`config.mk`:
```
export PLATFORM = sky130hd
export DESIGN_NAME = high_fold
export DESIGN_NICKNAME = d
export VERILOG_FILES = /design/src/design/vdf_pkg.sv /design/src/design/high_fold.sv
export SDC_FILE = /design/constraint.sdc
export NUM_CORES = 2
export LEC_CHECK = 0
export BUFFER_PORTS_ARGS = -buffer_cell sky130_fd_sc_hd__buf_2
export CAP_MARGIN = 20
export CORE_UTILIZATION = 50
export DETAILED_ROUTE_END_ITERATION = 7
export PLACE_DENSITY_LB_ADDON = 0.1
export SLEW_MARGIN = 10
export SYNTH_ARGS = -nofsm -noshare
export SYNTH_HDL_FRONTEND = slang
export SYNTH_SLANG_ARGS = --single-unit
export TNS_END_PERCENT = 30
```
`constraint.sdc`:
```
create_clock -name vclk -period 31
set_input_delay 3.1 -clock vclk [all_inputs]
set_output_delay 3.1 -clock vclk [all_outputs]
set_load 0.05 [all_outputs]
```
`src/design/vdf_pkg.sv`:
```
package vdf_pkg;

    localparam int NUM_WORDS = 4;
    localparam int WORD_LEN  = 16;
    localparam int BIT_LEN   = WORD_LEN + 1;        // one redundant bit per limb.
    localparam int VALUE_LEN = NUM_WORDS * WORD_LEN;
    localparam int COUNT_LEN = 16;
    localparam int COL_LEN   = 40;
    localparam int SUM_LEN   = COL_LEN + WORD_LEN + 2; // per position fold sum.

    // prime 2^64 - 59 keeps every fold residue small.
    localparam logic [VALUE_LEN-1:0] MODULUS = 64'hFFFF_FFFF_FFFF_FFC5;

    typedef logic [NUM_WORDS-1:0][BIT_LEN-1:0]                limb_vec_t;
    typedef logic [2*NUM_WORDS-1:0][COL_LEN-1:0]              column_vec_t;
    typedef logic [NUM_WORDS-1:0][SUM_LEN-1:0]                sum_vec_t;
    typedef logic [NUM_WORDS-1:0][NUM_WORDS-1:0][WORD_LEN-1:0] fold_table_t;

    typedef struct packed {
        logic [VALUE_LEN-1:0] operand;
        logic [COUNT_LEN-1:0] iterations;
    } sq_request_t;

    // 2^(16k) mod MODULUS for the high columns k = NUM_WORDS .. 2*NUM_WORDS-1.
    function automatic fold_table_t fold_table();
        fold_table_t        residues;
        logic [VALUE_LEN:0] power;
        residues = '0;
        power    = {{VALUE_LEN{1'b0}}, 1'b1};
        for (int b = 1; b <= WORD_LEN * (2 * NUM_WORDS - 1); b++) begin
            power = power << 1;
            if (power >= {1'b0, MODULUS}) begin
                power = power - {1'b0, MODULUS};
            end
            if (b >= VALUE_LEN && b % WORD_LEN == 0) begin
                residues[b / WORD_LEN - NUM_WORDS] = power[VALUE_LEN-1:0];
            end
        end
        return residues;
    endfunction

    localparam fold_table_t FOLD_CONST = fold_table();

    // ripple the position sums into words, then bring bit 64 and up back in
    // through 2^64 mod MODULUS.
    function automatic limb_vec_t fold_normalize(input sum_vec_t sums);
        logic [SUM_LEN-1:0]   acc;
        logic [SUM_LEN-1:0]   carry;
        logic [VALUE_LEN-1:0] words;
        logic [VALUE_LEN:0]   value;
        limb_vec_t            limbs;
        carry = '0;
        for (int w = 0; w < NUM_WORDS; w++) begin
            acc = sums[w] + carry;
            words[w*WORD_LEN +: WORD_LEN] = acc[WORD_LEN-1:0];
            carry = acc >> WORD_LEN;
        end
        value = {1'b0, words} + (VALUE_LEN+1)'(carry) * {1'b0, FOLD_CONST[0]};
        for (int w = 0; w < NUM_WORDS - 1; w++) begin
            limbs[w] = {1'b0, value[w*WORD_LEN +: WORD_LEN]};
        end
        limbs[NUM_WORDS-1] = value[VALUE_LEN:(NUM_WORDS-1)*WORD_LEN]; // top limb keeps bit 64.
        return limbs;
    endfunction

endpackage
```
`src/design/high_fold.sv`:
```
module high_fold (
    input  vdf_pkg::column_vec_t columns,
    output vdf_pkg::limb_vec_t   folded
);
    import vdf_pkg::*;

    sum_vec_t sums;

    // column k weighs 2^(16k), replaced by its residue words.
    always_comb begin
        sums = '0;
        for (int w = 0; w < NUM_WORDS; w++) begin
            for (int k = NUM_WORDS; k < 2 * NUM_WORDS; k++) begin
                sums[w] = sums[w]
                        + SUM_LEN'(columns[k]) * SUM_LEN'(FOLD_CONST[k-NUM_WORDS][w]);
            end
        end
    end

    assign folded = fold_normalize(sums);

endmodule

```
# Yosys cells after proc, flatten, opt, wreduce, memory -nomap -nowiden
# Cells that the tools add are included.
[totals]
reg_bits = 0
latchBits = 0
mem_bits_rw = 0
mem_bits_ro = 0
inputBits = 320
output_inout_bits = 68
elab_cells = 9
n_memories = 0
[classes]
n_addsub = 4
n_mul = 5
div_mod_pow = 0
order_cmp = 0
eq_ne = 0
shift = 0
mux = 0
bitwise = 0
reduce_logical = 0
[ops]
columns = ["op", "count"]
rows = [
  ["40-bit by 6-bit multiplier with 46-bit output, second input constant", 4],
  ["46-bit by 31-bit adder with 47-bit output", 2],
  ["64-bit by 64-bit adder with 65-bit output", 1],
  ["42-bit by 6-bit multiplier with 48-bit output, second input constant", 1],
  ["46-bit by 30-bit adder with 47-bit output", 1],
]

# Logic depth before layout (Yosys ltp)
[depth]
word_depth = 6
ltp_mapped = 89
mapped_depth_nobuf = 87

# Worst setup path before layout
# Ideal clock, no wire load.
[synth_path]
kind = "input port to output port"
from = "input port columns[171] (netlist name)"
to = "output port folded[67] (netlist name)"
arrival_ns = 21.318
required_ns = 27.900
setup_slack_ns = 6.582
cell_stages = 69
path_buffers = 1
path_cell_list = "inv_1 fa_1 inv_1 ha_1 a21o_1 fa_1 ha_1 nand3_1 nor2_1 a221oi_1 o21ai_0 a311o_1 a21boi_0 o21bai_1 a21oi_1 xnor2_1 fa_1 ha_1 [... 33 more ...] ha_1 and2_1 a31oi_1 o21ai_1 o22a_1 a31oi_1 o311ai_0 o41ai_1 o311ai_0 a21oi_1 xnor2_1 ha_1 and3_1 nand4_1 o41ai_2 or3b_1 buf_2 nor3_1"
[synth_rtl]
columns = ["item", "line_no", "text"]
rows = [
  ["from (decl)", "high_fold.sv:2", "input vdf_pkg::column_vec_t columns,"],
  ["to (decl)", "high_fold.sv:3", "output vdf_pkg::limb_vec_t folded"],
]

==> results_dict.tcl <==
set metrics [dict create \
    dieHeight_um 255 \
    critPathArrivalTime_ns 24.50 \
    grt_max_degree 11 \
    wirelength_um 68700 \
    post-cts-setup-buffers 0 \
    nClkBuffers 0 \
    n_sequential_cell 0 \
    cp-startpoint "columns[169]" \
    die_area_um2 65300 \
    ctsResizeCount 0 \
    finalHoldViolCount 0 \
    yosys_warnings 0 \
    drive_above_1_share_pct 7.45 \
    globalplace.congestion 0.916 \
    gr-usage-met2_pct 37.5 \
    path_common_cell "fa_1" \
    final.period_utilization_pct 89.0 \
    min_period_ns 27.60 \
    grtUsageTotal_pct 21.6 \
    nFillCells 6176 \
    syn2layout_area_growth_pct 6.22 \
    grt.busiest_layer "met2" \
    tightestPinTransition_ns 1.14 \
    maxSlewHeadroom_pct 23.3 \
    port_buffers 225 \
    crit_path_top_delay_cell "o41ai_1" \
    grt_pass1_wl_um 119000 \
    syn_inst 3540 \
    yosys-top-cells-count "726 x inv_1, 591 x fa_1, 544 x ha_1" \
    initial_core_util_pct 50.7 \
    gr-usage-met1_pct 31.2 \
    crit_type "input port to output port" \
    startpoint_type "input port" \
    crit_path_end_kind "output port" \
    path_max_fanout 7 \
    netlist_top_cells_area "fa_1 37%, ha_1 21%, inv_1 8.5%" \
    ys_seq_area_share_pct 0 \
    netlist.area_leader.share_pct 36.8 \
    drc 0 \
    setup_tns_ns 0 \
    cts_hold_buf 0 \
    rows 92 \
    num-nets-final 5173 \
    clock.fmax_mhz 36.2 \
    final_antenna_net_count 0 \
    outcome "complete, no violations" \
    use_met3_pct 0.724 \
    cp-endpoint "folded[61]" \
    syn_area_um2 32100 \
    drtPass1Iterations 5 \
    slew_viol_final 0 \
    regArea_um2 0 \
    antenna_found_initial 8 \
    max_cap_viol_count 0 \
    grt_pass1_vias 24400 \
    vias 24200 \
    pin_count 388 \
    synth.avg_cell_area_um2 9.07 \
    yosysMostFrequentCell "inv_1" \
    place_hpwl_um 63500 \
    hp-class "input port to output port" \
    vias_per_cell 5.30 \
    die_x_um 255 \
    ys_types 90 \
    setup_viol 0 \
    wl_per_cell_um 15.0 \
    grt_setup_unrepaired "no" \
    drtIter0Drc 973 \
    yosys.area.top_type "fa_1" \
    overflow 0 \
    slowest_delay_ns 0.81 \
    required_ns 27.90 \
    core_area_um2 63300 \
]
-- through the flow --
stage	worst slack, ns	std cells	util [%]	instance area [um2]	hold slack, ns
final	3.40	4565	53.9	34100	6.76
after global routing	1.71	4564	53.9	34100	6.79
after CTS	3.37	4562	53.9	34100	6.78
after detailed placement	3.43	4562	53.9	34100	6.77
after global placement	3.48	4562	53.9	34100	6.77
after floorplan	6.58	3542	-	32100	6.58
-- placed cells by master (no fill, tap or decap), drive strengths merged, types with 26 or more instances in the layout --
cell	n
xnor2	189
fa	591
xor2	109
nor3	28
nand2b	35
o21a	32
inv	727
o21ai	146
and3	27
nand3	60
nand4	37
buf	227
o21bai	33
a21o	167
nand2	146
ha	544
a21oi	235
a31oi	28
nor2	127
nor2b	36
a211oi	26
-- critical path, delay by kind of cell --
kind / cells / cell delay [ns]
AO/OA/AOI/OAI: 34 / 9.66
XOR/XNOR: 6 / 1.67
adder cells (fa/ha/maj): 15 / 6.55
buffers and inverters: 7 / 0.84
AND/OR/NAND/NOR: 12 / 2.64
-- routing by layer --
metal / wire [um] / share of wire (%) / up-vias
met1: 33100 / 48 / 11800
li1: - / - / 12000
met2: 32800 / 48 / 351
met3: 2150 / 3.1 / 38
met4: 591 / 0.86 / 12
met5: 57 / 0.083 / -
-- final cells by class --
type | instances | area [um2] | area share (%)
diodes | 3 | 7.51 | 0.0220
inverters | 727 | 2730 | 8.00
well taps | 846 | 1060 | 3.10
multi-input cells | 2762 | 29200 | 85.5
repair buffers | 227 | 1140 | 3.34
-- worst min-delay path by stage --
stage                 startpoint        end  slack (ns)  cells after the start
finish              columns[160]  folded[0]        6.76                      3
floorplan           columns[160]  folded[0]        6.58                      1
global route        columns[160]  folded[0]        6.79                      3
CTS                 columns[160]  folded[0]        6.78                      3
detailed placement  columns[160]  folded[0]        6.77                      3
global placement    columns[160]  folded[0]        6.77                      3
-- cells by family after synthesis --
family                     Yosys count  share of synthesized area, %
buffers and inverters              780                          9.17
adders and majority gates         1141                          58.2
AOI/OAI and AO/OA                  775                          15.7
muxes                                2                        0.0623
other                                1                        0.0117
and+or+nand+nor                    543                          8.32
xor gates and xnor gates           298                          8.50
Power is not shown: default switching activity piles up to over one toggle a cycle in this logic, so the estimate is an artifact.
