## src/design/vdf_pkg.sv

```systemverilog
package vdf_pkg;

    localparam int NUM_WORDS = 4;
    localparam int WORD_LEN  = 16;
    localparam int BIT_LEN   = WORD_LEN + 1;        // one redundant bit per limb.
    localparam int VALUE_LEN = NUM_WORDS * WORD_LEN;
    localparam int COUNT_LEN = 16;
    localparam int COL_LEN   = 40;
    localparam int SUM_LEN   = COL_LEN + WORD_LEN + 2; // per position fold sum.

    // prime 2^64 - 59 keeps every fold residue small.
    localparam logic [VALUE_LEN-1:0] MODULUS = 64'hFFFF_FFFF_FFFF_FFC5;

    typedef logic [NUM_WORDS-1:0][BIT_LEN-1:0]                limb_vec_t;
    typedef logic [2*NUM_WORDS-1:0][COL_LEN-1:0]              column_vec_t;
    typedef logic [NUM_WORDS-1:0][SUM_LEN-1:0]                sum_vec_t;
    typedef logic [NUM_WORDS-1:0][NUM_WORDS-1:0][WORD_LEN-1:0] fold_table_t;

    typedef struct packed {
        logic [VALUE_LEN-1:0] operand;
        logic [COUNT_LEN-1:0] iterations;
    } sq_request_t;

    // 2^(16k) mod MODULUS for the high columns k = NUM_WORDS .. 2*NUM_WORDS-1.
    function automatic fold_table_t fold_table();
        fold_table_t        residues;
        logic [VALUE_LEN:0] power;
        residues = '0;
        power    = {{VALUE_LEN{1'b0}}, 1'b1};
        for (int b = 1; b <= WORD_LEN * (2 * NUM_WORDS - 1); b++) begin
            power = power << 1;
            if (power >= {1'b0, MODULUS}) begin
                power = power - {1'b0, MODULUS};
            end
            if (b >= VALUE_LEN && b % WORD_LEN == 0) begin
                residues[b / WORD_LEN - NUM_WORDS] = power[VALUE_LEN-1:0];
            end
        end
        return residues;
    endfunction

    localparam fold_table_t FOLD_CONST = fold_table();

    // ripple the position sums into words, then bring bit 64 and up back in
    // through 2^64 mod MODULUS.
    function automatic limb_vec_t fold_normalize(input sum_vec_t sums);
        logic [SUM_LEN-1:0]   acc;
        logic [SUM_LEN-1:0]   carry;
        logic [VALUE_LEN-1:0] words;
        logic [VALUE_LEN:0]   value;
        limb_vec_t            limbs;
        carry = '0;
        for (int w = 0; w < NUM_WORDS; w++) begin
            acc = sums[w] + carry;
            words[w*WORD_LEN +: WORD_LEN] = acc[WORD_LEN-1:0];
            carry = acc >> WORD_LEN;
        end
        value = {1'b0, words} + (VALUE_LEN+1)'(carry) * {1'b0, FOLD_CONST[0]};
        for (int w = 0; w < NUM_WORDS - 1; w++) begin
            limbs[w] = {1'b0, value[w*WORD_LEN +: WORD_LEN]};
        end
        limbs[NUM_WORDS-1] = value[VALUE_LEN:(NUM_WORDS-1)*WORD_LEN]; // top limb keeps bit 64.
        return limbs;
    endfunction

endpackage
```

## src/design/final_correction.sv

```systemverilog
module final_correction (
    input  logic                          clk,
    input  logic                          reset,
    input  logic                          load,
    input  vdf_pkg::limb_vec_t            limbs,
    output logic                          done,
    output logic [vdf_pkg::VALUE_LEN-1:0] result
);
    import vdf_pkg::*;

    logic [VALUE_LEN+1:0] resolved;
    logic [VALUE_LEN+1:0] value;    // headroom above the modulus width.
    logic                 active;
    logic                 below;

    // carry resolve of the redundant limbs.
    always_comb begin
        resolved = '0;
        for (int w = 0; w < NUM_WORDS; w++) begin
            resolved = resolved + ((VALUE_LEN+2)'(limbs[w]) << (w * WORD_LEN));
        end
    end

    assign below = (value < {2'b00, MODULUS});

    always_ff @(posedge clk) begin
        if (reset) begin
            active <= 1'b0;
            done   <= 1'b0;
        end else begin
            done <= 1'b0;
            if (load) begin
                active <= 1'b1;
            end else if (active && below) begin
                active <= 1'b0;
                done   <= 1'b1;
            end
        end
    end

    always_ff @(posedge clk) begin
        if (load) begin
            value <= resolved;
        end else if (active && !below) begin
            value <= value - {2'b00, MODULUS}; // one subtraction per cycle.
        end
        if (!load && active && below) begin
            result <= value[VALUE_LEN-1:0];
        end
    end

endmodule

```

## config.mk

```make
export PLATFORM = sky130hd
export DESIGN_NAME = final_correction
export DESIGN_NICKNAME = d
export VERILOG_FILES = /design/src/design/vdf_pkg.sv /design/src/design/final_correction.sv
export SDC_FILE = /design/constraint.sdc
export NUM_CORES = 1
export LEC_CHECK = 0
export BUFFER_PORTS_ARGS = -buffer_cell sky130_fd_sc_hd__buf_2
export CAP_MARGIN = 20
export CORE_MARGIN = 10
export CORE_UTILIZATION = 40
export CTS_BUF_LIST = sky130_fd_sc_hd__clkbuf_2 sky130_fd_sc_hd__clkbuf_4 sky130_fd_sc_hd__clkbuf_8
export DETAILED_ROUTE_END_ITERATION = 12
export GPL_TIMING_DRIVEN = 0
export PLACE_DENSITY = 0.71
export SYNTH_ARGS = -nofsm -noshare
export SYNTH_HDL_FRONTEND = slang
export SYNTH_SLANG_ARGS = --single-unit
```

## constraint.sdc

```tcl
create_clock -name clk -period 8.8 [get_ports clk]
set_input_delay 0.88 -clock clk [delete_from_list [all_inputs] [get_ports clk]]
set_output_delay 0.88 -clock clk [all_outputs]
set_load 0.05 [all_outputs]
```

# ---- Word level (Yosys, flattened, before mapping)
# Index checks and enable logic that the tools add are counted.
dict set report word_totals {
  output_inout_bits 65
  reg_bits 132
  input_bits 71
}
dict set report op_classes {
  order_cmp 1
  mux 5
  n_reduce_logical 9
  add_sub_neg 4
}
# cell n
set op_table {}
lappend op_table {{two-way mux 66 bit} 2}
lappend op_table {{adder 50 x 65 -> 66 bit} 1}
lappend op_table {{less-than comparator 66 x 64 -> 1 bit (second input constant)} 1}
lappend op_table {{subtractor 66 x 64 -> 66 bit (second input constant)} 1}
lappend op_table {{adder 34 x 49 -> 50 bit} 1}
lappend op_table {{adder 17 x 33 -> 34 bit} 1}
lappend op_table {{logical AND 1 bit} 4}
lappend op_table {{nonzero test 2 bit} 2}
lappend op_table {{two-way mux 1 bit} 3}
lappend op_table {{logical NOT 1 bit} 2}
lappend op_table {{OR reduction 2 bit} 1}

# ---- Longest topological paths before layout
dict set report depth {
  word_depth 5
  depth_mapped 9
}

# ---- Worst setup path before layout
# Ideal clock, no wire load.
dict set report synth_path {
  path_type {flip-flop to flip-flop}
  start {register value[4]}
  end {register result[0] (netlist name) (enable)}
  synth_period_minus_slack_ns 6.750
  stages_incl_launch_ff 7
  n_path_buf 1
  required_time_ns 8.220
  setup_ns 0.580
  t_arrival_ns 6.170
  slack_ns 2.050
  cell_sequence {edfxtp_1 or3_1 clkbuf_1 o211a_1 nand4_1 o21ai_0 nor3b_1}
}
dict set report synth_between {
  elab_chain_len 2
}
# element line_no
set synth_lines {}
lappend synth_lines {{start: declaration} final_correction.sv:12} ;# logic [VALUE_LEN+1:0] value;
lappend synth_lines {{start signal: assignment} final_correction.sv:43} ;# value <= resolved;
lappend synth_lines {{start signal: assignment} final_correction.sv:45} ;# value <= value - {2'b00, MODULUS};
lappend synth_lines {{less-than comparator 66 x 64 -> 1 bit} final_correction.sv:24} ;# assign below = (value < {2'b00, MODULUS});
lappend synth_lines {{logical AND 1 bit} final_correction.sv:47} ;# if (!load && active && below) begin
lappend synth_lines {{end signal: assignment} final_correction.sv:48} ;# result <= value[VALUE_LEN-1:0];
lappend synth_lines {{end: declaration} final_correction.sv:7} ;# output logic [vdf_pkg::VALUE_LEN-1:0] result
# Every way passes these cells.
# A chain may end at the register's enable or synchronous reset.

# ---- Worst setup path in the final report
dict set report layout_path {
  start {register value[0]}
  end {register value[40] (enable)}
}
dict set report layout_between {
  elab_chain_len 4
}
# element line_no
set layout_lines {}
lappend layout_lines {{less-than comparator 66 x 64 -> 1 bit} final_correction.sv:24}
lappend layout_lines {{logical NOT 1 bit} final_correction.sv:44} ;# end else if (active && !below) begin
lappend layout_lines {{logical AND 1 bit} final_correction.sv:44}
lappend layout_lines {{nonzero test 2 bit (no source line)} -}
# Every way passes these cells.

==> parameters.txt <==
Parameter                              Value

Run status
  Run status ... finished clean

Floorplan
  Floorplan die width ... 153 µm
  Initial cell density of the core ... 0.410
  Die footprint ... 0.0235 mm²
  IO Count ... 136
  Area of the core ... 0.0174 mm²
  Height of the chip ... 153 µm
  Number of cell rows ... 48

STA
  Worst rel slew slack ... 0.319
  Worst-margin pin slew ... 1.01 ns
  Setup slack after layout ... 5.39 ns
  Clk_skew ... 0.0135 ns
  Fmax ... 293 MHz
  Final Hold Fails ... 0
  Setup violations, final ... 0
  Final count of pins violating max slew ... 0
  Fin crit period ... 3.41 ns
  RSZ-0062 raised after global routing ... false
  Period Utilization, post-route ... 0.388

Worst setup path
  Worst setup path endpoint ... value[40]$_DFFE_PP_
  CP startpoint kind ... flop
  Start point of the critical path ... value[0]$_DFFE_PP_
  Cell type group with the largest total delay on the critical path ... compound AO/OA/AOI/OAI gates
  Crit. End Element ... flop
  Terminus of the critical flop-to-flop path ... value[40]$_DFFE_PP_
  Worst setup path class ... flop to flop
  Critical path cell sequence ... inv_1 > ha_1 > nor2b_1 > o211a_1 > nand4_1 > o21ai_0 > a21o_4
  Worst Reg2Reg Path Length in Cells ... 7
  Crit path buf inv count ... 1
  Max Fanout on Critical Path ... 67
  Data required time at the worst endpoint ... 8.89 ns
  Cell with the biggest individual delay on the critical path ... a21o_4
  Worst reg2reg setup slack ... 5.39 ns
  Data arrival at the endpoint of the critical path ... 3.50 ns
  Number of cells on the critical path ... 7
  Start of the worst register-to-register path ... value[0]$_DFFE_PP_
  CP peak stage delay ... 0.79 ns

GRT
  Wire length of the first global-routing pass ... 30,300 µm
  GRT Residual Overflow ... 0
  Initial antenna violation count ... 3
  Maximum number of pins on one net before global-route repair ... 68
  Via count of the first global-routing pass ... 5,528
  Global-route total usage across every layer ... 0.164

Pwr
  Static Leak ... 3.07 nW
  Switching Fraction ... 0.284
  Net switching power ... 0.000436 W
  Register share of total power ... 0.526
  Cell Pwr Density ... 179 mW/mm²
  Clock network power share ... 0.345
  Worst ir drop on vdd ... 0.0000963 V
  Combinational share of power ... 0.128
  Internal power component ... 0.00110 W

Synth
  Cells after Synth ... 646
  Netlist cell types ... 47
  Number of flops mapped to enable cells by yosys ... 130
  Net count of the mapped netlist ... 722
  Mean post-synth cell area ... 11.0 µm²
  Mapped cell area ... 0.00712 mm²
  Primary flip-flop cell chosen by synthesis mapping ... edfxtp_1
  YS warnings ... 0
  Async S/R FF share, synth ... 0
  Number of synthesized register bits ... 132
  Share of the yosys chip area belonging to registers ... 0.554

Final layout
  Filler cells ... 1,586
  Net count of the finished layout ... 881
  Post-Layout Cell Count ... 1,044
  Final core occ ... 0.493
  Share of layout cells above drive strength 1 ... 0.224
  Area growth from synthesis to final layout ... 20.3%

Clock tree
  Number of H-tree branching levels ... 4
  Clock Tree Buf Depth ... 2
  TritonCTS Sinks ... 132
  Root buffer cell ... clkbuf_8
  Post-cts sizing count ... 0
  Clk slew on worst S/H paths ... 0.08 ns
  Hold buffer count at CTS ... 0
  Latest clock arrival within the worst-skew pair ... 0.47 ns
  TritonCTS clock tree ... done
  Post-CTS Setup Bufs ... 0
  Total CTS buffers ... 17

Drt
  Residual antenna-violating net count after detailed routing ... 0
  Detailed-routing iteration count for the pre-antenna-repair pass ... 5
  Post-DR vias/cell ... 5.57
  First-iteration detailed-routing DRC count ... 532
  Total Routed Length ... 20,100 µm
  Per-cell routed wire length ... 19.2 µm
  Vias after detailed routing ... 5,819
  Post-route DRC violation count ... 0

Job
  Count of max-cap constraint violations ... 0

Worst hold path
  Worst Hold Class ... flop to flop

Placed design
  Number of placed instances, taps included ... 1,011
  Final weighted congestion of routability-driven global placement ... 0.899
  Setup Slack @ Placement ... 5.02 ns
  Port Buf Inserts ... 134
  Dpl hpwl ... 14,600 µm
per-layer routing:
layer / vias up / part of all wire / global-route usage
met5: - / 0.00035 / 0
met4: 2 / 0.019 / 0.0594
met3: 37 / 0.082 / 0.0513
met2: 219 / 0.48 / 0.265
met1: 2810 / 0.42 / 0.201
li1: 2751 / - / -
power by group through the flow:
stage | logic (W) | registers (W) | clock network (W)
3_5_place_dp | 0.000195 | 0.000818 | 0
3_3_place_gp | 0.000188 | 0.000819 | 0
4_1_cts | 0.000197 | 0.000805 | 0.000540
2_1_floorplan | 0.000108 | 0.000829 | 0
6_report | 0.000197 | 0.000806 | 0.000529
5_1_grt | 0.000216 | 0.000813 | 0.000565
kinds of logic (layout without fill, tap and decap cells):
| logic type | after synthesis | in the layout | share of synthesized area |
|---|---|---|---|
| xor+xnor | 83 | 83 | 0.102 |
| other cells | 0 | 1 | 0 |
| mux | 25 | 25 | 0.0357 |
| simple gates | 283 | 283 | 0.205 |
| fa+ha+maj | 5 | 5 | 0.00879 |
| compound gates | 81 | 81 | 0.0742 |
| flops | 132 | 132 | 0.554 |
| buf+inv | 37 | 209 | 0.0195 |
final cells by class:
cell class / count / area [µm²] / share of cell area
Timing Repair Buffer: 140 / 742 / 0.0867
Clock inverter: 13 / 150 / 0.0175
Clock buffer: 19 / 255 / 0.0298
Buffer: 23 / 86.3 / 0.0101
Sequential cell: 132 / 3940 / 0.461
Inverter: 14 / 52.6 / 0.00614
Multi-Input combinational cell: 477 / 3050 / 0.356
Tap cell: 225 / 282 / 0.0329
Antenna cell: 1 / 2.50 / 0.000292
Yosys cell counts (2+ instances only):
cell | count | area share
edfxtp_1 | 130 | 0.55
nand2_1 | 74 | 0.039
xnor2_1 | 47 | 0.058
nor2_1 | 41 | 0.022
nand3_1 | 36 | 0.025
xor2_1 | 36 | 0.044
o21ai_0 | 33 | 0.023
nand4_1 | 28 | 0.025
nor3_1 | 28 | 0.020
mux2i_1 | 22 | 0.031
and3_1 | 21 | 0.018
clkbuf_1 | 21 | 0.011
and4_1 | 14 | 0.017
inv_1 | 13 | 0.0069
nor4_1 | 11 | 0.0097
o211ai_1 | 10 | 0.011
nor2b_1 | 9 | 0.0079
a211oi_1 | 7 | 0.0074
a31oi_1 | 6 | 0.0053
or3_1 | 6 | 0.0053
ha_1 | 5 | 0.0088
a21oi_1 | 4 | 0.0028
mux2_2 | 3 | 0.0047
nand2b_1 | 3 | 0.0026
nor3b_1 | 3 | 0.0032
o21a_1 | 3 | 0.0032
a21o_1 | 2 | 0.0021
a221oi_1 | 2 | 0.0025
a311oi_1 | 2 | 0.0025
buf_1 | 2 | 0.0011
dfxtp_1 | 2 | 0.0056
nor4b_1 | 2 | 0.0025
o211a_1 | 2 | 0.0028
o21ai_1 | 2 | 0.0014
o31ai_1 | 2 | 0.0021
o41ai_1 | 2 | 0.0025
or4_1 | 2 | 0.0021
how the worst min path moves through the flow:
| stage | slack [ns] | from | cells past startpoint | end |
|---|---|---|---|---|
| after global routing | 0.48 | value[47]$_DFFE_PP_ | 0 | result[47]$_DFFE_PP_ |
| final | 0.45 | value[47]$_DFFE_PP_ | 0 | result[47]$_DFFE_PP_ |
| after floorplan | 0.42 | value[47]$_DFFE_PP_ | 0 | result[47]$_DFFE_PP_ |
| after global placement | 0.44 | value[47]$_DFFE_PP_ | 0 | result[47]$_DFFE_PP_ |
| after CTS | 0.45 | value[47]$_DFFE_PP_ | 0 | result[47]$_DFFE_PP_ |
| after detailed placement | 0.44 | value[47]$_DFFE_PP_ | 0 | result[47]$_DFFE_PP_ |
flip-flops by register name, indices dropped and copies added, names as in the netlist:
name	count
result	64
value	66
done	1
active	1
through the flow:
| stage | area (µm²) | power [W] | setup TNS (ns) | hold WS, ns |
|---|---|---|---|---|
| after floorplan | 7120 | 0.000936 | 0 | 0.424 |
| after global placement | 8070 | 0.00101 | -52.12 | 0.436 |
| after detailed placement | 8150 | 0.00101 | 0 | 0.441 |
| after CTS | 8560 | 0.00154 | 0 | 0.449 |
| after global routing | 8560 | 0.00159 | 0 | 0.478 |
| final | 8560 | 0.00153 | 0 | 0.448 |
placed cells by master, fill, tap and decap left out, drive strengths merged, types with 7 or more instances in the layout:
master	count
nand3	36
nor3	28
nand4	29
xor2	36
xnor2	47
edfxtp	130
inv	18
and4	14
and3	21
nor2b	9
nor2	41
a211oi	7
nor4	11
buf	142
clkbuf	40
o211ai	10
nand2	74
mux2i	22
o21ai	35
worst reg2reg max path, delay by kind of cell, from the launching register on:
kind            cells  cell delay, ns
flops               1            0.44
compound gates      3            1.71
fa+ha+maj           1            0.22
simple gates        2            0.56
buf+inv             1            0.07
Note: power is estimated with default switching activity, not from simulation.
