===== src/design/vdf_pkg.sv =====
package vdf_pkg;

    localparam int NUM_WORDS = 4;
    localparam int WORD_LEN  = 16;
    localparam int BIT_LEN   = WORD_LEN + 1;        // one redundant bit per limb.
    localparam int VALUE_LEN = NUM_WORDS * WORD_LEN;
    localparam int COUNT_LEN = 16;
    localparam int COL_LEN   = 40;
    localparam int SUM_LEN   = COL_LEN + WORD_LEN + 2; // per position fold sum.

    // prime 2^64 - 59 keeps every fold residue small.
    localparam logic [VALUE_LEN-1:0] MODULUS = 64'hFFFF_FFFF_FFFF_FFC5;

    typedef logic [NUM_WORDS-1:0][BIT_LEN-1:0]                limb_vec_t;
    typedef logic [2*NUM_WORDS-1:0][COL_LEN-1:0]              column_vec_t;
    typedef logic [NUM_WORDS-1:0][SUM_LEN-1:0]                sum_vec_t;
    typedef logic [NUM_WORDS-1:0][NUM_WORDS-1:0][WORD_LEN-1:0] fold_table_t;

    typedef struct packed {
        logic [VALUE_LEN-1:0] operand;
        logic [COUNT_LEN-1:0] iterations;
    } sq_request_t;

    // 2^(16k) mod MODULUS for the high columns k = NUM_WORDS .. 2*NUM_WORDS-1.
    function automatic fold_table_t fold_table();
        fold_table_t        residues;
        logic [VALUE_LEN:0] power;
        residues = '0;
        power    = {{VALUE_LEN{1'b0}}, 1'b1};
        for (int b = 1; b <= WORD_LEN * (2 * NUM_WORDS - 1); b++) begin
            power = power << 1;
            if (power >= {1'b0, MODULUS}) begin
                power = power - {1'b0, MODULUS};
            end
            if (b >= VALUE_LEN && b % WORD_LEN == 0) begin
                residues[b / WORD_LEN - NUM_WORDS] = power[VALUE_LEN-1:0];
            end
        end
        return residues;
    endfunction

    localparam fold_table_t FOLD_CONST = fold_table();

    // ripple the position sums into words, then bring bit 64 and up back in
    // through 2^64 mod MODULUS.
    function automatic limb_vec_t fold_normalize(input sum_vec_t sums);
        logic [SUM_LEN-1:0]   acc;
        logic [SUM_LEN-1:0]   carry;
        logic [VALUE_LEN-1:0] words;
        logic [VALUE_LEN:0]   value;
        limb_vec_t            limbs;
        carry = '0;
        for (int w = 0; w < NUM_WORDS; w++) begin
            acc = sums[w] + carry;
            words[w*WORD_LEN +: WORD_LEN] = acc[WORD_LEN-1:0];
            carry = acc >> WORD_LEN;
        end
        value = {1'b0, words} + (VALUE_LEN+1)'(carry) * {1'b0, FOLD_CONST[0]};
        for (int w = 0; w < NUM_WORDS - 1; w++) begin
            limbs[w] = {1'b0, value[w*WORD_LEN +: WORD_LEN]};
        end
        limbs[NUM_WORDS-1] = value[VALUE_LEN:(NUM_WORDS-1)*WORD_LEN]; // top limb keeps bit 64.
        return limbs;
    endfunction

endpackage

===== src/design/low_merge.sv =====
module low_merge (
    input  vdf_pkg::column_vec_t columns,
    input  vdf_pkg::limb_vec_t   folded,
    output vdf_pkg::limb_vec_t   next_limbs
);
    import vdf_pkg::*;

    sum_vec_t sums;

    always_comb begin
        for (int w = 0; w < NUM_WORDS; w++) begin
            sums[w] = SUM_LEN'(columns[w]) + SUM_LEN'(folded[w]); // low column plus fold.
        end
    end

    assign next_limbs = fold_normalize(sums);

endmodule


===== config.mk =====
export PLATFORM = sky130hd
export DESIGN_NAME = low_merge
export DESIGN_NICKNAME = d
export VERILOG_FILES = /design/src/design/vdf_pkg.sv /design/src/design/low_merge.sv
export SDC_FILE = /design/constraint.sdc
export NUM_CORES = 1
export LEC_CHECK = 0
export BUFFER_PORTS_ARGS = -buffer_cell sky130_fd_sc_hd__buf_4
export CAP_MARGIN = 20
export CORE_AREA = 3 3 174 176
export DETAILED_ROUTE_END_ITERATION = 16
export DIE_AREA = 0 0 177 179
export PLACE_DENSITY_LB_ADDON = 0.25
export SLEW_MARGIN = 10
export SYNTH_ARGS = -nofsm -noshare
export SYNTH_HDL_FRONTEND = slang
export SYNTH_SLANG_ARGS = --single-unit

===== constraint.sdc =====
create_clock -name vclk -period 18
set_input_delay 0.9 -clock vclk [all_inputs]
set_output_delay 0.9 -clock vclk [all_outputs]
set_load 0.005 [all_outputs]

After elaboration in Yosys (flattened, before gate mapping)
Cells that the tools add are included.
- add/subtract/negate cells: 8
- multipliers: 1
- operator list (cell ; count):
    adder 40 x 17 -> 41 bit ; 4
    adder 41 x 26 -> 42 bit ; 2
    adder 64 x 64 -> 65 bit ; 1
    multiplier 42 x 6 -> 48 bit (second input constant) ; 1
    adder 41 x 25 -> 42 bit ; 1
- register bits: 0
- input port bits: 388
- output and inout port bits: 68
- word-level logic and storage cells: 9

Logic depth before layout (Yosys ltp)
Gate-level depths: netlist (run 1).
- depth after elaboration: 6
- gate-level depth with buffers: 77
- depth with buffers taken out: 74

Worst setup path before layout (run 1)
Ideal clock, no wire load.
- kind: input-to-output
- start: input columns[0] in the netlist's numbering
- end: output next_limbs[67] in the netlist's numbering
- data arrival time: 16.329 ns
- data required time: 17.100 ns
- setup slack: 0.771 ns
- stages on the path: 72
- path buffers: 6
- path through: ha_1 inv_1 fa_1 nor2b_1 o21ai_0 a21boi_0 o21ai_0 a211o_1 a21oi_1 o211ai_1 clkbuf_1 nand2b_1 xnor2_1 fa_1 ha_1 nand3_1 or4b_1 nand3_2 [36 not listed] o21ai_0 a311oi_1 o21ai_0 a211oi_1 a21oi_1 a21o_1 a211oi_1 nor3_1 ha_1 and3_1 nand4_1 or3_1 nand3_1 a21oi_1 nor3b_2 buf_4 nand2_1 nor3_1
- RTL lines (item ; RTL line ; source):
    start, declared ; low_merge.sv:2 ; input vdf_pkg::column_vec_t columns,
    end, declared ; low_merge.sv:4 ; output vdf_pkg::limb_vec_t next_limbs

==> results of run 1 <==
[cells by family (layout without fill, tap and decap cells)]
kind of cell               Yosys count  in the layout  synth area share (%)
muxes                                1              1                0.0755
other                                1              3                0.0283
buffers and inverters              204            637                  6.08
AOI/OAI and AO/OA                  420            420                  21.3
xor gates and xnor gates           246            246                  16.9
adders and majority gates          327            327                  37.3
and+or+nand+nor                    489            489                  18.3
[layer usage]
layer | GRT usage, % | part of all wire [%]
met5 | 0 | 0.13
met4 | 1.83 | 1.2
met3 | 5.51 | 7.9
met2 | 41.0 | 49
met1 | 28.6 | 42
[placed cells by master, fill, tap and decap left out, types with 10 or more instances in the layout]
cell type and instances:
buf_4 458, ha_1 187, inv_1 175, xnor2_1 153
nor2_1 113, nand2_1 110, fa_1 109, a21oi_1 108
xor2_1 68, nand3_1 64, a21o_1 57, o21ai_0 44
nor3_1 29, a21oi_2 29, nand2b_1 27, nand4_1 25
o21a_1 24, and3_1 22, xnor2_2 17, o211ai_1 15
ha_4 15, nor2b_1 12, o21ai_1 12, a211oi_1 12
o21ai_2 10, and2_1 10, a211oi_2 10
[how the worst min path moves through the flow]
| stage | from | to | slack (ns) | cells after the start |
|---|---|---|---|---|
| 2_1_floorplan | folded[0] | next_limbs[0] | 2.03 | 2 |
| 3_3_place_gp | folded[0] | next_limbs[0] | 2.21 | 4 |
| 3_5_place_dp | folded[0] | next_limbs[0] | 2.23 | 4 |
| 4_1_cts | folded[0] | next_limbs[0] | 2.24 | 4 |
| 5_1_grt | folded[0] | next_limbs[0] | 2.25 | 4 |
| 6_report | folded[0] | next_limbs[0] | 2.22 | 4 |
[cell usage after synthesis, types with 9 or more instances]
cell type	instances	area (um^2)
nand4_1	25	156
and2_1	12	75.1
nand3_1	67	335
o211ai_1	15	113
nor3_1	30	150
nor2_1	122	458
xnor2_1	167	1460
fa_1	115	2300
and3_1	25	156
and4_1	9	78.8
o21ai_0	60	300
a211oi_1	19	143
nand2_1	112	420
nor2b_1	15	93.8
a21o_1	57	428
nand2b_1	28	175
o21bai_1	9	67.6
ha_1	206	2580
a21oi_1	135	676
xor2_1	70	613
o31ai_1	9	67.6
clkbuf_1	15	56.3
or3_1	10	62.6
o21a_1	24	180
or2_2	11	68.8
inv_1	176	661
[what timing repair did]
action                     4_1_cts  5_1_grt
hold endpoints to repair         0        0
setup buffers                    1       24
setup endpoints to repair       30       44
pin swaps                        3      101
gates cloned                     0        1
hold buffers                     0        0
gates resized for setup         13      159
[stage by stage]
| step | utilization [%] | instances | cell area, um^2 | setup WS (ns) |
|---|---|---|---|---|
| 2_1_floorplan | - | 1690 | 13300 | 0.771 |
| 3_3_place_gp | 58.6 | 2481 | 16900 | -0.0965 |
| 3_5_place_dp | 58.6 | 2481 | 16900 | -0.191 |
| 4_1_cts | 58.8 | 2482 | 16900 | 0.0255 |
| 5_1_grt | 62.0 | 2507 | 17800 | -0.138 |
| 6_report | 62.0 | 2507 | 17800 | 0.717 |
[worst max-delay path: cells and delay by family]
kind,cells,cell delay (ns)
adder cells (fa/ha/maj),12,4.67
buffers and inverters,12,1.73
AND/OR/NAND/NOR,20,3.81
AO/OA/AOI/OAI,22,4.38
XOR/XNOR,6,0.91
[cell type report]
type               instances  area share (%)
inverters                177            3.72
multi-input cells       1486            74.2
well taps                384            2.69
repair buffers           460            19.4
==> results.py, run 1 <==
metrics = {
    "outcome": {
        "status": "finished, final reports clean",
    },
    "setup_path": {
        "end_kind": "output pin",
        "worstPathMaxFanout": 5,
        "crit_path_end": "next_limbs[63]",
        "required_ns": 17.10,
        "worstSetupStartpoint": "columns[1]",
        "max_stage_delay_ns": 0.56,
        "cpMostUsedCell": "buf_4",
        "slowest_stage": "or4b_4",
        "crit_type": "in2out",
        "cp_data_arrival_time_ns": 16.38,
        "start_kind": "input port",
    },
    "finish": {
        "area_growth_pct": 34.7,
        "layout.nets": 2834,
        "nClkBuffers": 0,
        "fillers": 2557,
        "drive_above_1_share_pct": 30.3,
        "layout.area.seq_um2": 0,
        "multi_input_area_um2": 13200,
        "antenna_cells": 0,
        "seq_cell_count": 0,
    },
    "drt": {
        "drt_wl_total_um": 39000,
        "drtIter0Drc": 561,
        "drc": 0,
        "dr.pass1.iters": 5,
        "wl_per_cell_um": 15.5,
        "vias_per_cell": 5.38,
        "via_count": 13484,
        "postRouteAntennaNets": 0,
    },
    "yosys": {
        "yosysSeqAreaShare_pct": 0,
        "synthCells": 1688,
        "synth_cell_types": 85,
        "synth.avg_cell_area_um2": 7.85,
        "synth_warnings": 0,
        "synth_area_um2": 13300,
    },
    "timing": {
        "hold_violations": 0,
        "period_minus_slack_ns": 17.28,
        "setup_violations": 0,
        "setup_tns_ns": 0,
        "worst_pin_slew_ns": 0.580,
        "slew-limit-headroom_pct": 61.1,
        "fmax_mhz": 57.9,
        "slew_viol_final": 0,
        "fin_crit_sh_pct": 96.0,
        "whs_ns": 2.22,
    },
    "grt": {
        "overflow": 0,
        "grt_pass1_vias": 13083,
        "grt_pass1_wl_um": 60400,
        "grtUsageTotal_pct": 22.7,
        "antenna_found_initial": 3,
        "grt_max_degree": 15,
    },
    "floorplanning": {
        "die_width_um": 177,
        "dieArea_um2": 31700,
        "row_count": 62,
        "boundaryPins": 456,
        "fp.dieH_um": 179,
        "start_util_pct": 46.0,
        "core_um2": 28800,
    },
    "job": {
        "maxCapViolCount": 0,
    },
    "min_path": {
        "hp-class": "in2out",
    },
    "placed_design": {
        "post-dp-hpwl_um": 34300,
        "io_buffers": 293,
        "place_congestion": 0.931,
    },
}
Power of run 1 is not shown: default switching activity piles up to over one toggle a cycle in this logic, so the estimate is an artifact.
==> inputs of run 2 (changes only) <==
Settings changed: CORE_AREA 3 3 174 176 to unset, CORE_ASPECT_RATIO set to 0.75, CORE_MARGIN set to 3, CORE_UTILIZATION set to 41, DIE_AREA 0 0 177 179 to unset, SLEW_MARGIN 10 to unset.
==> run 2 against run 1 <==
Effect of this change:
- critical path depth up 2
- sequential share of layout area unchanged
- sequential cell count unchanged
- clock-buffer cell count unchanged
- routed wire length is 4.4% higher
- critical endpoint is now next_limbs[44]
- maximum frequency fell by 1.6%
- worst setup slack lost 0.28 ns
==> results.py, run 2 (synthesis results as in run 1) <==
metrics = {
    "setup_path": {
        "end_kind": "output pin",
        "slowest_stage": "fa_1",
        "start_kind": "input port",
        "worstSetupStartpoint": "columns[0]",
        "required_ns": 17.10,
        "crit_type": "in2out",
        "cpMostUsedCell": "buf_4",
        "cp_data_arrival_time_ns": 16.66,
        "crit_path_end": "next_limbs[44]",
        "max_stage_delay_ns": 0.55,
        "worstPathMaxFanout": 5,
    },
    "placed_design": {
        "place_inst": 2619,
        "place_congestion": 0.915,
        "post-dp-hpwl_um": 35100,
        "io_buffers": 293,
        "postPlaceCellArea_um2": 17800,
    },
    "grt": {
        "antenna_found_initial": 1,
        "grt_max_degree": 15,
        "grt.busiest_layer": "met2",
        "grt_pass1_vias": 13227,
        "grt_use_met3_pct": 2.41,
        "use_met1_pct": 31.8,
        "grtUsageTotal_pct": 21.5,
        "met2_usage_pct": 35.6,
        "overflow": 0,
        "grt_pass1_wl_um": 62700,
    },
    "timing": {
        "worst_pin_slew_ns": 0.688,
        "slew-limit-headroom_pct": 53.9,
        "fmax_mhz": 57.0,
        "whs_ns": 2.25,
        "slew_viol_final": 0,
        "period_minus_slack_ns": 17.56,
        "hold_violations": 0,
        "fin_crit_sh_pct": 97.5,
        "setup_violations": 0,
    },
    "finish": {
        "layout.area.seq_um2": 0,
        "layout.nets": 2958,
        "nClkBuffers": 0,
        "seq_cell_count": 0,
        "drive_above_1_share_pct": 36.6,
        "instances_no_fill": 2653,
        "antenna_cells": 0,
        "final_common_cell": "buf_4",
        "fin_util_pct": 61.2,
        "design_area_um2": 19300,
        "final_cell_mix": "575 x buf_4, 176 x ha_1, 172 x inv_1, 146 x xnor2_1, 110 x fa_1",
        "area_growth_pct": 45.7,
        "fillers": 2845,
    },
    "job": {
        "maxCapViolCount": 0,
    },
    "min_path": {
        "hp-class": "in2out",
    },
    "clocking": {
        "postCtsHoldBufs": 0,
    },
    "drt": {
        "wl_per_cell_um": 15.3,
        "vias_per_cell": 5.27,
        "postRouteAntennaNets": 0,
        "drc": 0,
        "drtIter0Drc": 634,
        "dr.pass1.iters": 5,
        "drt_wl_total_um": 40700,
        "via_count": 13994,
    },
    "floorplanning": {
        "dieArea_um2": 34500,
        "boundaryPins": 456,
        "row_count": 56,
        "die_width_um": 214,
        "fp.dieH_um": 162,
        "core_um2": 31500,
        "start_util_pct": 42.0,
    },
    "outcome": {
        "status": "finished, final reports clean",
    },
}
run 2: cell types whose count changed in the layout (fill, tap and decap cells not counted), sizes merged:
cell  before  now
buf      460  584
run 2: worst min-delay path by stage:
stage / to / slack (ns) / from / cells past startpoint
CTS: next_limbs[0] / 2.26 / folded[0] / 4
detailed placement: next_limbs[0] / 2.25 / folded[0] / 4
floorplan: next_limbs[0] / 2.03 / folded[0] / 2
global placement: next_limbs[0] / 2.26 / folded[0] / 4
finish: next_limbs[0] / 2.25 / folded[0] / 4
global route: next_limbs[0] / 2.28 / folded[0] / 4
run 2: what timing repair did:
item | in CTS | in global routing
gates resized for setup | 17 | 247
pin swaps | 7 | 175
cloned | 0 | 1
endpoints found under the setup margin | 36 | 49
setup buffers | 1 | 32
run 2: cell type report:
class / instances / area (um^2) / area share, %
Timing Repair Buffer: 584 / 4430 / 22.9
Multi-Input combinational cell: 1486 / 13700 / 71.0
Inverter: 177 / 664 / 3.44
Tap cell: 406 / 508 / 2.63
run 2: per-stage QoR:
stage	setup TNS, ns	worst slack [ns]
after global placement	-4.03	-0.305
after floorplan	0	0.771
after CTS	0	0.00993
after global routing	-2.75	-0.180
after detailed placement	-8.26	-0.442
final	0	0.441
run 2: per-layer routing:
metal / vias to the layer above / part of all wire, %
met2: 270 / 47
met4: 2 / 0.43
met3: 16 / 4.3
met1: 6649 / 49
li1: 7057 / -
met5: - / 0.049
run 2: worst max-delay path, delay by kind of cell:
| family | cells | cell delay (ns) |
|---|---|---|
| buffers and inverters | 15 | 2.13 |
| AO/OA/AOI/OAI | 25 | 4.97 |
| XOR/XNOR | 5 | 0.99 |
| adder cells (fa/ha/maj) | 13 | 4.96 |
| AND/OR/NAND/NOR | 16 | 2.71 |
Power of run 2 is left out for the same reason.
==> inputs of run 3 (changes only) <==
Clock period 18 ns to 18.97 ns, I/O delays scaled along.
==> run 3 against run 2 <==
Effect of this change:
- hold slack better by 0.10 ns
- clock-buffer cell count stayed put
- design area is 13% lower
- largest cell class unchanged
- critical path depth is 3 lower
- critical endpoint is now next_limbs[42]
==> results.py, run 3 (synthesis results as in run 1) <==
metrics = {
    "outcome": {
        "status": "finished, final reports clean",
    },
    "drt": {
        "vias_per_cell": 5.38,
        "drtIter0Drc": 598,
        "wl_per_cell_um": 15.5,
        "via_count": 13049,
        "drc": 0,
        "postRouteAntennaNets": 0,
        "dr.pass1.iters": 6,
        "drt_wl_total_um": 37600,
    },
    "floorplanning": {
        "start_util_pct": 42.0,
        "row_count": 56,
        "dieArea_um2": 34500,
        "die_width_um": 214,
        "fp.dieH_um": 162,
        "boundaryPins": 456,
        "core_um2": 31500,
    },
    "grt": {
        "antenna_found_initial": 1,
        "overflow": 0,
        "grt_pass1_vias": 12436,
        "grt_pass1_wl_um": 59300,
        "grtUsageTotal_pct": 20.4,
        "grt_max_degree": 15,
    },
    "min_path": {
        "whs_path_depth": 4,
        "min_from": "folded[0]",
        "hp-class": "in2out",
    },
    "finish": {
        "fillers": 3024,
        "layout.nets": 2729,
        "final_common_cell": "buf_4",
        "area_growth_pct": 26.1,
        "nClkBuffers": 0,
        "layout.area.seq_um2": 0,
        "fin_util_pct": 53.0,
        "instances_no_fill": 2424,
        "drive_above_1_share_pct": 23.1,
        "seq_cell_count": 0,
        "final_cell_mix": "354 x buf_4, 196 x ha_1, 176 x inv_1, 160 x xnor2_1, 123 x a21oi_1",
        "antenna_cells": 0,
    },
    "timing": {
        "slew_viol_final": 0,
        "hold_violations": 0,
        "fmax_mhz": 55.3,
        "worst_pin_slew_ns": 0.714,
        "whs_ns": 2.35,
        "period_minus_slack_ns": 18.09,
        "setup_violations": 0,
        "fin_crit_sh_pct": 95.3,
        "slew-limit-headroom_pct": 52.1,
    },
    "placed_design": {
        "post-dp-hpwl_um": 33500,
        "place_inst": 2409,
        "io_buffers": 293,
        "place_congestion": 0.908,
    },
    "setup_path": {
        "max_stage_delay_ns": 0.56,
        "start_kind": "input port",
        "end_kind": "output pin",
        "required_ns": 18.02,
        "worstPathMaxFanout": 5,
        "cp_data_arrival_time_ns": 17.14,
        "crit_type": "in2out",
        "slowest_stage": "or4b_4",
        "worstSetupStartpoint": "columns[1]",
    },
    "job": {
        "maxCapViolCount": 0,
    },
}
-- run 3: changes by cell type in the layout (fill, tap and decap cells not counted), moves of 7 or more --
cell,delta
buf_6,-7
nor2_2,-13
xnor2_1,+14
o21ai_2,-7
a21oi_2,-15
xnor2_2,-16
a21oi_1,+21
buf_4,-221
ha_4,-20
o21ai_0,+9
nor2_1,+15
ha_1,+20
-- run 3: layer usage --
metal  GRT usage, %  up-vias  part of all wire, %
met1           29.9     6161                   48
met4           1.17        2                 0.81
met5              0        -                0.053
li1               -     6597                    -
met2           33.7      275                   45
met3           2.53       14                  5.4
-- run 3: path summary, 6_finish.rpt --
| path | to |
|---|---|
| max | next_limbs[42] |
| min | next_limbs[0] |
-- run 3: cell type report --
cell class,count,area (um^2),share of cell area (%)
Multi-Input combinational cell,1486,12900,77.0
Tap cell,406,508,3.04
Inverter,177,664,3.98
Timing Repair Buffer,355,2670,16.0
-- run 3: metrics by stage --
step,setup WS [ns],TNS [ns],instance area (um^2)
2_1_floorplan,1.64,0,13300
3_3_place_gp,0.0112,0,16200
3_5_place_dp,-0.0164,-0.0164,16200
4_1_cts,0.00540,0,16200
5_1_grt,-0.130,-1.39,16700
6_report,0.884,0,16700
-- run 3: critical path: cells and delay by family --
kind / cells / cell delay, ns
fa+ha+maj: 12 / 4.85
compound gates: 26 / 5.62
simple gates: 20 / 3.73
buf+inv: 8 / 1.09
xor+xnor: 5 / 0.86
-- run 3: what timing repair did --
item / CTS / global route
resized for setup: 3 / 90
pin swaps: 1 / 28
hold buffers: 0 / 0
setup endpoints to repair: 14 / 49
setup buffers: 0 / 15
Power of run 3 is left out for the same reason.
